**config.mk**
```make
export PLATFORM = sky130hd
export DESIGN_NAME = int_core_top
export DESIGN_NICKNAME = d
export VERILOG_FILES = /design/src/rv_pkg.sv /design/src/decode_stage.sv /design/src/data_select_stage.sv /design/src/execute_stage.sv /design/src/result_stage.sv /design/src/int_core_top.sv
export SDC_FILE = /design/constraint.sdc
export NUM_CORES = 2
export LEC_CHECK = 0
export BUFFER_PORTS_ARGS = -buffer_cell sky130_fd_sc_hd__buf_2
export CAP_MARGIN = 20
export CORE_UTILIZATION = 35
export DETAILED_ROUTE_END_ITERATION = 8
export PLACE_DENSITY = 0.6
export SLEW_MARGIN = 15
export SYNTH_ARGS = -nofsm -noshare
export SYNTH_HDL_FRONTEND = slang
export SYNTH_HIERARCHICAL = 1
export SYNTH_SLANG_ARGS = --single-unit
```
**constraint.sdc**
```tcl
create_clock -name clk -period 10.75 [get_ports clk]
set_clock_uncertainty 0.2 [all_clocks]
set_input_delay 1.6125 -clock clk [delete_from_list [all_inputs] [get_ports clk]]
set_output_delay 1.6125 -clock clk [all_outputs]
set_load 0.03 [all_outputs]
```
**src/rv_pkg.sv**
```systemverilog
package rv_pkg;

    typedef logic [31:0] word_t;
    typedef logic [31:0] addr_t;
    typedef logic [4:0]  reg_addr_t;

    // major opcodes
    localparam logic [6:0] OPC_OP     = 7'b0110011;
    localparam logic [6:0] OPC_OP_IMM = 7'b0010011;
    localparam logic [6:0] OPC_LUI    = 7'b0110111;
    localparam logic [6:0] OPC_AUIPC  = 7'b0010111;

    localparam logic [6:0] FUNCT7_ALT    = 7'b0100000;
    localparam logic [6:0] FUNCT7_MULDIV = 7'b0000001;

    // funct3 codes of the integer ALU group
    localparam logic [2:0] F3_ADD  = 3'b000;
    localparam logic [2:0] F3_SLL  = 3'b001;
    localparam logic [2:0] F3_SLT  = 3'b010;
    localparam logic [2:0] F3_SLTU = 3'b011;
    localparam logic [2:0] F3_XOR  = 3'b100;
    localparam logic [2:0] F3_SR   = 3'b101;
    localparam logic [2:0] F3_OR   = 3'b110;
    localparam logic [2:0] F3_AND  = 3'b111;

    typedef enum logic [3:0] {
        ALU_ADD   = 4'd0,
        ALU_SUB   = 4'd1,
        ALU_SLL   = 4'd2,
        ALU_SLT   = 4'd3,
        ALU_SLTU  = 4'd4,
        ALU_XOR   = 4'd5,
        ALU_SRL   = 4'd6,
        ALU_SRA   = 4'd7,
        ALU_OR    = 4'd8,
        ALU_AND   = 4'd9,
        ALU_COPY2 = 4'd10,
        ALU_MUL   = 4'd11
    } alu_op_t;

    typedef enum logic [1:0] {
        OP1_RS1  = 2'd0,
        OP1_PC   = 2'd1,
        OP1_ZERO = 2'd2
    } op1_sel_t;

    typedef enum logic [1:0] {
        OP2_RS2 = 2'd0,
        OP2_IMI = 2'd1,
        OP2_IMU = 2'd2
    } op2_sel_t;

    typedef struct packed {
        logic [6:0] funct7;
        reg_addr_t  rs2;
        reg_addr_t  rs1;
        logic [2:0] funct3;
        reg_addr_t  rd;
        logic [6:0] opcode;
    } r_fmt_t;

    typedef struct packed {
        logic [11:0] imm;
        reg_addr_t   rs1;
        logic [2:0]  funct3;
        reg_addr_t   rd;
        logic [6:0]  opcode;
    } i_fmt_t;

    typedef struct packed {
        logic [19:0] imm;
        reg_addr_t   rd;
        logic [6:0]  opcode;
    } u_fmt_t;

    // one instruction word, three ways of reading it
    typedef union packed {
        r_fmt_t r_fmt;
        i_fmt_t i_fmt;
        u_fmt_t u_fmt;
    } inst_u;

    typedef struct packed {
        alu_op_t   alu_op;
        op1_sel_t  op1_sel;
        op2_sel_t  op2_sel;
        logic      rf_wen;
        reg_addr_t wb_addr;
    } ctrl_t;

    typedef struct packed {
        logic  valid;
        addr_t pc;
        inst_u inst;
        ctrl_t ctrl;
        word_t imm_i;
        word_t imm_u;
    } id_ds_t;

    typedef struct packed {
        logic  valid;
        addr_t pc;
        ctrl_t ctrl;
        word_t op1_data;
        word_t op2_data;
    } ds_exe_t;

    typedef struct packed {
        logic      valid;
        logic      rf_wen;
        reg_addr_t wb_addr;
        logic      is_mul;
        word_t     result;
        word_t     pp_ll;
        word_t     pp_lh;
        word_t     pp_hl;
    } exe_mem_t;

    typedef struct packed {
        logic      valid;
        logic      can_forward;
        reg_addr_t addr;
        word_t     wdata;
    } fw_ctrl_t;

    typedef struct packed {
        logic      valid;
        reg_addr_t addr;
        word_t     wdata;
    } wb_fw_t;

endpackage

```
**src/decode_stage.sv**
```systemverilog
`timescale 1ns/1ps

module decode_stage import rv_pkg::*; (
    input  logic   clk,
    input  logic   arst_n,
    input  logic   inst_valid,
    input  addr_t  pc,
    input  inst_u  inst,
    input  logic   stall,
    output id_ds_t id_ds
);

    logic  dec_valid;
    addr_t dec_pc;
    inst_u dec_inst;
    ctrl_t ctrl;
    logic  known;

    // shared funct3 decode where alt picks SUB or SRA
    function automatic alu_op_t alu_from_f3(logic [2:0] funct3, logic alt);
        case (funct3)
            F3_ADD:  return alt ? ALU_SUB : ALU_ADD;
            F3_SLL:  return ALU_SLL;
            F3_SLT:  return ALU_SLT;
            F3_SLTU: return ALU_SLTU;
            F3_XOR:  return ALU_XOR;
            F3_SR:   return alt ? ALU_SRA : ALU_SRL;
            F3_OR:   return ALU_OR;
            default: return ALU_AND;
        endcase
    endfunction

    always_ff @(posedge clk or negedge arst_n) begin
        if (!arst_n) begin
            dec_valid <= 1'b0;
        end else if (!stall) begin
            dec_valid <= inst_valid;
        end
    end

    always_ff @(posedge clk) begin
        if (!stall && inst_valid) begin
            dec_pc   <= pc;
            dec_inst <= inst;
        end
    end

    always_comb begin
        ctrl.alu_op  = ALU_ADD;
        ctrl.op1_sel = OP1_RS1;
        ctrl.op2_sel = OP2_RS2;
        ctrl.wb_addr = dec_inst.r_fmt.rd;
        known        = 1'b1;
        case (dec_inst.r_fmt.opcode)
            OPC_OP: begin
                if (dec_inst.r_fmt.funct7 == FUNCT7_MULDIV) begin
                    ctrl.alu_op = ALU_MUL;
                    known       = dec_inst.r_fmt.funct3 == F3_ADD;
                end else begin
                    ctrl.alu_op = alu_from_f3(dec_inst.r_fmt.funct3,
                                              dec_inst.r_fmt.funct7 == FUNCT7_ALT);
                    known = dec_inst.r_fmt.funct7 == 7'd0 ||
                            (dec_inst.r_fmt.funct7 == FUNCT7_ALT &&
                             (dec_inst.r_fmt.funct3 == F3_ADD ||
                              dec_inst.r_fmt.funct3 == F3_SR));
                end
            end
            OPC_OP_IMM: begin
                // imm[10] is instr bit 30 and only matters for shifts
                ctrl.alu_op  = alu_from_f3(dec_inst.i_fmt.funct3,
                                           dec_inst.i_fmt.funct3 == F3_SR &&
                                           dec_inst.i_fmt.imm[10]);
                ctrl.op2_sel = OP2_IMI;
            end
            OPC_LUI: begin
                ctrl.alu_op  = ALU_COPY2;
                ctrl.op1_sel = OP1_ZERO;
                ctrl.op2_sel = OP2_IMU;
            end
            OPC_AUIPC: begin
                ctrl.op1_sel = OP1_PC;
                ctrl.op2_sel = OP2_IMU;
            end
            default: known = 1'b0;
        endcase
        ctrl.rf_wen = known && ctrl.wb_addr != '0;
    end

    assign id_ds = '{
        valid: dec_valid,
        pc:    dec_pc,
        inst:  dec_inst,
        ctrl:  ctrl,
        imm_i: {{20{dec_inst.i_fmt.imm[11]}}, dec_inst.i_fmt.imm},
        imm_u: {dec_inst.u_fmt.imm, 12'd0}
    };

    // an accepted word always yields a defined control word
    a_ctrl_known: assert property (@(posedge clk) disable iff (!arst_n)
        id_ds.valid |-> !$isunknown(id_ds.ctrl));

endmodule

```
**src/data_select_stage.sv**
```systemverilog
`timescale 1ns/1ps

module data_select_stage import rv_pkg::*; (
    input  logic     clk,
    input  logic     arst_n,
    input  id_ds_t   id_ds,
    input  word_t    regfile [32],
    input  fw_ctrl_t exe_fw,
    input  fw_ctrl_t mem_fw,
    input  wb_fw_t   wb_fw,
    output logic     stall,
    output ds_exe_t  ds_exe
);

    id_ds_t    ds_q;
    reg_addr_t rs1_addr;
    reg_addr_t rs2_addr;
    logic      use_rs1;
    logic      use_rs2;
    logic      exe_rs1;
    logic      exe_rs2;
    logic      mem_rs1;
    logic      mem_rs2;
    logic      wb_rs1;
    logic      wb_rs2;
    word_t     rs1_data;
    word_t     rs2_data;
    word_t     op1_data;
    word_t     op2_data;

    function automatic logic src_hit(logic used, logic valid, reg_addr_t addr,
                                     reg_addr_t src);
        return used && valid && addr == src && src != '0;
    endfunction

    // youngest producer wins
    function automatic word_t pick(reg_addr_t src, logic e_hit, logic m_hit, logic w_hit,
                                   word_t e_data, word_t m_data, word_t w_data,
                                   word_t rf_data);
        if (src == '0) return '0;
        if (e_hit)     return e_data;
        if (m_hit)     return m_data;
        if (w_hit)     return w_data;
        return rf_data;
    endfunction

    always_ff @(posedge clk or negedge arst_n) begin
        if (!arst_n) begin
            ds_q <= '0;
        end else if (!stall) begin
            ds_q <= id_ds;
        end
    end

    assign rs1_addr = ds_q.inst.r_fmt.rs1;
    assign rs2_addr = ds_q.inst.r_fmt.rs2;

    // immediate bits in the rs fields must not cause false hazards
    assign use_rs1 = ds_q.ctrl.op1_sel == OP1_RS1;
    assign use_rs2 = ds_q.ctrl.op2_sel == OP2_RS2;

    assign exe_rs1 = src_hit(use_rs1, exe_fw.valid, exe_fw.addr, rs1_addr);
    assign exe_rs2 = src_hit(use_rs2, exe_fw.valid, exe_fw.addr, rs2_addr);
    assign mem_rs1 = src_hit(use_rs1, mem_fw.valid, mem_fw.addr, rs1_addr);
    assign mem_rs2 = src_hit(use_rs2, mem_fw.valid, mem_fw.addr, rs2_addr);
    assign wb_rs1  = src_hit(use_rs1, wb_fw.valid, wb_fw.addr, rs1_addr);
    assign wb_rs2  = src_hit(use_rs2, wb_fw.valid, wb_fw.addr, rs2_addr);

    // wb always forwards so only exe and mem can hold us
    assign stall = ds_q.valid &&
                   ((!exe_fw.can_forward && (exe_rs1 || exe_rs2)) ||
                    (!mem_fw.can_forward && (mem_rs1 || mem_rs2)));

    assign rs1_data = pick(rs1_addr, exe_rs1, mem_rs1, wb_rs1,
                           exe_fw.wdata, mem_fw.wdata, wb_fw.wdata, regfile[rs1_addr]);
    assign rs2_data = pick(rs2_addr, exe_rs2, mem_rs2, wb_rs2,
                           exe_fw.wdata, mem_fw.wdata, wb_fw.wdata, regfile[rs2_addr]);

    always_comb begin
        case (ds_q.ctrl.op1_sel)
            OP1_RS1: op1_data = rs1_data;
            OP1_PC:  op1_data = ds_q.pc;
            default: op1_data = '0;
        endcase
        case (ds_q.ctrl.op2_sel)
            OP2_RS2: op2_data = rs2_data;
            OP2_IMI: op2_data = ds_q.imm_i;
            OP2_IMU: op2_data = ds_q.imm_u;
            default: op2_data = '0;
        endcase
    end

    assign ds_exe = '{
        valid:    ds_q.valid && !stall,
        pc:       ds_q.pc,
        ctrl:     ds_q.ctrl,
        op1_data: op1_data,
        op2_data: op2_data
    };

    // exe and mem always move on so a stall clears within two cycles
    a_stall_bounded: assert property (@(posedge clk) disable iff (!arst_n)
        stall |-> ##[1:2] !stall);

endmodule

```
**src/execute_stage.sv**
```systemverilog
`timescale 1ns/1ps

module execute_stage import rv_pkg::*; (
    input  logic     clk,
    input  logic     arst_n,
    input  ds_exe_t  ds_exe,
    output fw_ctrl_t exe_fw,
    output exe_mem_t exe_mem
);

    ds_exe_t exe_q;
    word_t   a;
    word_t   b;
    word_t   result;
    word_t   pp_ll;
    word_t   pp_lh;
    word_t   pp_hl;
    logic    is_mul;

    always_ff @(posedge clk or negedge arst_n) begin
        if (!arst_n) begin
            exe_q <= '0;
        end else begin
            exe_q <= ds_exe;
        end
    end

    assign a = exe_q.op1_data;
    assign b = exe_q.op2_data;

    always_comb begin
        case (exe_q.ctrl.alu_op)
            ALU_ADD:   result = a + b;
            ALU_SUB:   result = a - b;
            ALU_SLL:   result = a << b[4:0];
            ALU_SLT:   result = {31'd0, $signed(a) < $signed(b)};
            ALU_SLTU:  result = {31'd0, a < b};
            ALU_XOR:   result = a ^ b;
            ALU_SRL:   result = a >> b[4:0];
            ALU_SRA:   result = $signed(a) >>> b[4:0];
            ALU_OR:    result = a | b;
            ALU_AND:   result = a & b;
            ALU_COPY2: result = b;
            default:   result = '0;
        endcase
    end

    assign is_mul = exe_q.ctrl.alu_op == ALU_MUL;

    // hi x hi only reaches bits above 31
    assign pp_ll = 32'(a[15:0]) * 32'(b[15:0]);
    assign pp_lh = 32'(a[15:0]) * 32'(b[31:16]);
    assign pp_hl = 32'(a[31:16]) * 32'(b[15:0]);

    assign exe_fw = '{
        valid:       exe_q.valid && exe_q.ctrl.rf_wen,
        can_forward: exe_q.ctrl.alu_op == ALU_COPY2,
        addr:        exe_q.ctrl.wb_addr,
        wdata:       result
    };

    assign exe_mem = '{
        valid:   exe_q.valid,
        rf_wen:  exe_q.ctrl.rf_wen,
        wb_addr: exe_q.ctrl.wb_addr,
        is_mul:  is_mul,
        result:  result,
        pp_ll:   pp_ll,
        pp_lh:   pp_lh,
        pp_hl:   pp_hl
    };

    a_alu_op_known: assert property (@(posedge clk) disable iff (!arst_n)
        exe_q.valid |-> exe_q.ctrl.alu_op inside {ALU_ADD, ALU_SUB, ALU_SLL, ALU_SLT,
                                                  ALU_SLTU, ALU_XOR, ALU_SRL, ALU_SRA,
                                                  ALU_OR, ALU_AND, ALU_COPY2, ALU_MUL});

endmodule

```
**src/result_stage.sv**
```systemverilog
`timescale 1ns/1ps

module result_stage import rv_pkg::*; (
    input  logic      clk,
    input  logic      arst_n,
    input  exe_mem_t  exe_mem,
    output fw_ctrl_t  mem_fw,
    output wb_fw_t    wb_fw,
    output word_t     regfile [32],
    output logic      retire_valid,
    output reg_addr_t retire_addr,
    output word_t     retire_data
);

    exe_mem_t  mem_q;
    word_t     mem_data;
    logic      wb_valid;
    reg_addr_t wb_addr;
    word_t     wb_data;

    always_ff @(posedge clk or negedge arst_n) begin
        if (!arst_n) begin
            mem_q <= '0;
        end else begin
            mem_q <= exe_mem;
        end
    end

    // product is only complete on the way into wb
    assign mem_data = mem_q.is_mul ?
                      mem_q.pp_ll + ((mem_q.pp_lh + mem_q.pp_hl) << 16) :
                      mem_q.result;

    assign mem_fw = '{
        valid:       mem_q.valid && mem_q.rf_wen,
        can_forward: !mem_q.is_mul,
        addr:        mem_q.wb_addr,
        wdata:       mem_q.result
    };

    always_ff @(posedge clk or negedge arst_n) begin
        if (!arst_n) begin
            wb_valid <= 1'b0;
        end else begin
            wb_valid <= mem_q.valid && mem_q.rf_wen;
        end
    end

    always_ff @(posedge clk) begin
        wb_addr <= mem_q.wb_addr;
        wb_data <= mem_data;
    end

    always_ff @(posedge clk or negedge arst_n) begin
        if (!arst_n) begin
            for (int i = 0; i < 32; i++) begin
                regfile[i] <= '0;
            end
        end else if (wb_valid) begin
            regfile[wb_addr] <= wb_data;
        end
    end

    assign wb_fw = '{
        valid: wb_valid,
        addr:  wb_addr,
        wdata: wb_data
    };

    assign retire_valid = wb_valid;
    assign retire_addr  = wb_addr;
    assign retire_data  = wb_data;

    a_no_x0_write: assert property (@(posedge clk) disable iff (!arst_n)
        wb_valid |-> wb_addr != '0);

endmodule

```
**src/int_core_top.sv**
```systemverilog
`timescale 1ns/1ps

module int_core_top import rv_pkg::*; (
    input  logic      clk,
    input  logic      arst_n,
    input  logic      inst_valid,
    input  addr_t     pc,
    input  inst_u     inst,
    output logic      stall,
    output logic      retire_valid,
    output reg_addr_t retire_addr,
    output word_t     retire_data
);

    id_ds_t   id_ds;
    ds_exe_t  ds_exe;
    exe_mem_t exe_mem;
    fw_ctrl_t exe_fw;
    fw_ctrl_t mem_fw;
    wb_fw_t   wb_fw;
    word_t    regfile [32];

    decode_stage u_decode (
        .clk        (clk),
        .arst_n     (arst_n),
        .inst_valid (inst_valid),
        .pc         (pc),
        .inst       (inst),
        .stall      (stall),
        .id_ds      (id_ds)
    );

    data_select_stage u_data_select (
        .clk     (clk),
        .arst_n  (arst_n),
        .id_ds   (id_ds),
        .regfile (regfile),
        .exe_fw  (exe_fw),
        .mem_fw  (mem_fw),
        .wb_fw   (wb_fw),
        .stall   (stall),
        .ds_exe  (ds_exe)
    );

    execute_stage u_execute (
        .clk     (clk),
        .arst_n  (arst_n),
        .ds_exe  (ds_exe),
        .exe_fw  (exe_fw),
        .exe_mem (exe_mem)
    );

    result_stage u_result (
        .clk          (clk),
        .arst_n       (arst_n),
        .exe_mem      (exe_mem),
        .mem_fw       (mem_fw),
        .wb_fw        (wb_fw),
        .regfile      (regfile),
        .retire_valid (retire_valid),
        .retire_addr  (retire_addr),
        .retire_data  (retire_data)
    );

endmodule

```
==> Implementation_results.wiki <==
{| class="wikitable"
! Metric !! Value
|-
| Maximum frequency from static timing analysis || 130 MHz
|-
| Sum of routed wire length over all layers || 403000 µm
|-
| Overall power || 19.4 mW
|-
| Worst-path clk slew || 0.06 ns
|-
| Number of failing hold endpoints at the final stage || 0
|-
| Number of clock buffers inserted by TritonCTS || 164
|-
| Number of setup violations in the final report || 0
|-
| CTS tree || done
|-
| Grt ovf || 0
|-
| Minimum clock period || 7.71 ns
|-
| Mean Syn Cell Area || 11.0 µm²
|-
| Count of unresolved DRC violations after routing || 0
|-
| Transition time at the pin with the least slew margin || 1.30 ns
|-
| Root Driver || sky130_fd_sc_hd__clkbuf_16
|-
| Vertical die dimension || 532 µm
|-
| Number of I/O pins || 106
|-
| Multi-input gate area || 0.0560 mm²
|-
| Die Span X || 532 µm
|-
| IO Port Bufs || 105
|-
| Wirelength per Cell || 32.5 µm
|-
| Fillers || 27149
|-
| DRT iter0 DRCs || 8258
|-
| First-pass GRT wire length || 571000 µm
|-
| Final Max Slew Viols || 0
|-
| Worst-skew pair later-pin latency || 0.88 ns
|-
| Number of cells traversed by the worst hold path || 0
|-
| Maximum buffer depth of the clock tree || 4
|-
| Path type of the worst min-delay path || reg2reg
|-
| Net count of the finished layout || 9354
|-
| 1st-pass router iterations || 6
|-
| Quantity of gates resized following cts || 0
|-
| Overall global routing resource usage || 0.278
|-
| Setup crit start kind || flip-flop
|-
| Setup repair after global routing missed its margin || false
|-
| Final critical-path share of the clock period || 0.717
|-
| Sort of element at the end of the critical path || flip-flop
|-
| Synth warn || 6
|-
| Post-Route Setup TNS || 0 ns
|-
| Syn Inst Count || 8959
|-
| Worst setup path category || reg2reg
|-
| Layout-stage area growth over the synthesis result || 8.57%
|-
| Initial core utilization || 0.352
|-
| Via count || 75053
|-
| Total number of H-tree levels || 4
|-
| Power per cell area || 181 mW/mm²
|-
| Pin count of the biggest net entering global routing || 184
|-
| Placement Rows || 194
|-
| Hold-fix buffers, CTS || 0
|-
| Number of buffers inserted to repair setup after CTS || 0
|-
| Placer's final routability congestion estimate || 0.993
|-
| Cell Count, Final, Fillers Out || 12413
|-
| Placed Instances || 12123
|-
| Number of antenna violations at the first check in global routing || 23
|-
| Number of sinks handled by clock tree synthesis || 1427
|-
| Post-synthesis instance area || 0.0983 mm²
|-
| Storage element area || 0.0359 mm²
|-
| Max-cap viol count || 0
|-
| Number of global-route vias before repair || 76299
|-
| Highest net fanout along the worst path || 17
|-
| Arrival time worst endpoint || 8.25 ns
|-
| Placed wire-length estimate after detailed placement || 271000 µm
|-
| Antenna Nets Post-Route || 0
|-
| Worst R2R Path Depth || 23
|-
| Die area || 0.283 mm²
|-
| Peak supply drop || 230 µV
|-
| Leakage power of the design || 49.9 nW
|-
| Required time worst endpoint || 11.29 ns
|-
| Core Box Area || 0.279 mm²
|-
| Via density per instance || 6.05
|-
| Headroom to the max-slew limit || 0.132
|-
| Status || completed
|-
| Fraction of final layout cells sized beyond drive strength 1 || 0.227
|}
-- per-stage QoR --
stage          hold WS [ns]  setup WS [ns]  cell area (µm²)   util
2_1_floorplan         0.148           3.24            98400      -
5_1_grt               0.172           2.66           107000  0.382
3_3_place_gp          0.160           3.22           101000  0.363
3_5_place_dp          0.158           3.10           101000  0.363
4_1_cts               0.150           3.06           107000  0.382
6_report              0.157           3.04           107000  0.382
-- state kept, by name (all words and copies together), names as in the netlist, 37 cells and up --
register              count
u_result/mem_fw          37
u_data_select/ds_q       75
u_data_select/ds_exe     46
u_result/regfile       1024
u_result/mem_q           67
-- path summary, 6_finish.rpt --
| kind | start | endpoint | slack, ns |
|---|---|---|---|
| worst max-delay path | u_execute/a[6]$_DFF_PN0_ | u_result/mem_q[94]$_DFF_PN0_ | 3.04 |
| worst min-delay path | u_data_select/ds_exe[66]$_DFFE_PN0N_ | u_execute/exe_fw[34]$_DFF_PN0_ | 0.16 |
| worst max register to register | u_execute/a[6]$_DFF_PN0_ | u_result/mem_q[94]$_DFF_PN0_ | 3.04 |
| worst min register to register | u_data_select/ds_exe[66]$_DFFE_PN0N_ | u_execute/exe_fw[34]$_DFF_PN0_ | 0.16 |
| max in group asynchronous | arst_n | u_result/regfile[249]$_DFFE_PN0P_ | 7.30 |
| min in group asynchronous | arst_n | u_result/regfile[556]$_DFFE_PN0P_ | 0.57 |
-- report_power, final --
part           switching, mW  internal (mW)  total, mW
clock network           2.43           3.31       5.74
logic                   5.07           2.28       7.35
registers              0.484           5.79       6.27
-- placed cells by master, fill, tap and decap left out, types with 33 or more instances in the layout --
cell type,count
sky130_fd_sc_hd__a21o_1,51
sky130_fd_sc_hd__a21oi_1,203
sky130_fd_sc_hd__a221o_1,45
sky130_fd_sc_hd__a221oi_1,58
sky130_fd_sc_hd__a22oi_1,300
sky130_fd_sc_hd__a31oi_1,86
sky130_fd_sc_hd__buf_2,104
sky130_fd_sc_hd__buf_4,240
sky130_fd_sc_hd__clkbuf_1,36
sky130_fd_sc_hd__clkbuf_16,168
sky130_fd_sc_hd__dfrtp_1,1314
sky130_fd_sc_hd__dfxtp_1,37
sky130_fd_sc_hd__edfxtp_1,64
sky130_fd_sc_hd__fa_1,386
sky130_fd_sc_hd__ha_1,334
sky130_fd_sc_hd__inv_1,605
sky130_fd_sc_hd__mux2_1,129
sky130_fd_sc_hd__mux2_2,1073
sky130_fd_sc_hd__mux2i_1,828
sky130_fd_sc_hd__mux4_2,167
sky130_fd_sc_hd__nand2_1,574
sky130_fd_sc_hd__nand2b_1,58
sky130_fd_sc_hd__nand3_1,89
sky130_fd_sc_hd__nand4_1,90
sky130_fd_sc_hd__nor2_1,489
sky130_fd_sc_hd__nor3_1,56
sky130_fd_sc_hd__o211ai_1,35
sky130_fd_sc_hd__o21ai_0,139
sky130_fd_sc_hd__o21ai_1,33
sky130_fd_sc_hd__o22ai_1,96
sky130_fd_sc_hd__xnor2_1,64
sky130_fd_sc_hd__xor2_1,39
-- layer usage --
layer / part of all wire / track usage / up-vias
met3: 0.099 / 0.0735 / 1089
met1: 0.39 / 0.347 / 39081
met2: 0.45 / 0.434 / 3946
li1: - / - / 30923
met5: 0.00029 / 0 / -
met4: 0.067 / 0.158 / 14
-- cell type report --
| cell class | count | area share |
|---|---|---|
| clock buffers | 233 | 0.0444 |
| clock inverters | 47 | 0.00538 |
| inverters | 624 | 0.0219 |
| flip-flops and latches | 1427 | 0.336 |
| diodes | 8 | 0.000188 |
| multi-input cells | 5993 | 0.524 |
| well taps | 3724 | 0.0436 |
| repair buffers | 357 | 0.0240 |
-- critical path, cell delays in order, from the launching register on --
cell	delay, ns
sky130_fd_sc_hd__dfrtp_1	0.91
sky130_fd_sc_hd__buf_4	0.31
sky130_fd_sc_hd__inv_1	0.23
sky130_fd_sc_hd__nor2_1	0.21
sky130_fd_sc_hd__fa_1	0.44
sky130_fd_sc_hd__inv_1	0.09
sky130_fd_sc_hd__fa_1	0.43
sky130_fd_sc_hd__fa_1	0.50
sky130_fd_sc_hd__fa_1	0.55
sky130_fd_sc_hd__inv_1	0.05
sky130_fd_sc_hd__fa_1	0.48
sky130_fd_sc_hd__inv_1	0.05
sky130_fd_sc_hd__fa_1	0.47
sky130_fd_sc_hd__inv_1	0.05
sky130_fd_sc_hd__ha_1	0.38
sky130_fd_sc_hd__nand3_1	0.09
sky130_fd_sc_hd__or3_1	0.31
sky130_fd_sc_hd__o221ai_1	0.27
sky130_fd_sc_hd__a41oi_1	0.29
sky130_fd_sc_hd__o21ai_1	0.49
sky130_fd_sc_hd__a21o_1	0.19
sky130_fd_sc_hd__a21oi_1	0.09
sky130_fd_sc_hd__o41ai_1	0.33
sky130_fd_sc_hd__xor2_1	0.17
No activity file was read; power rests on OpenSTA's default activity.
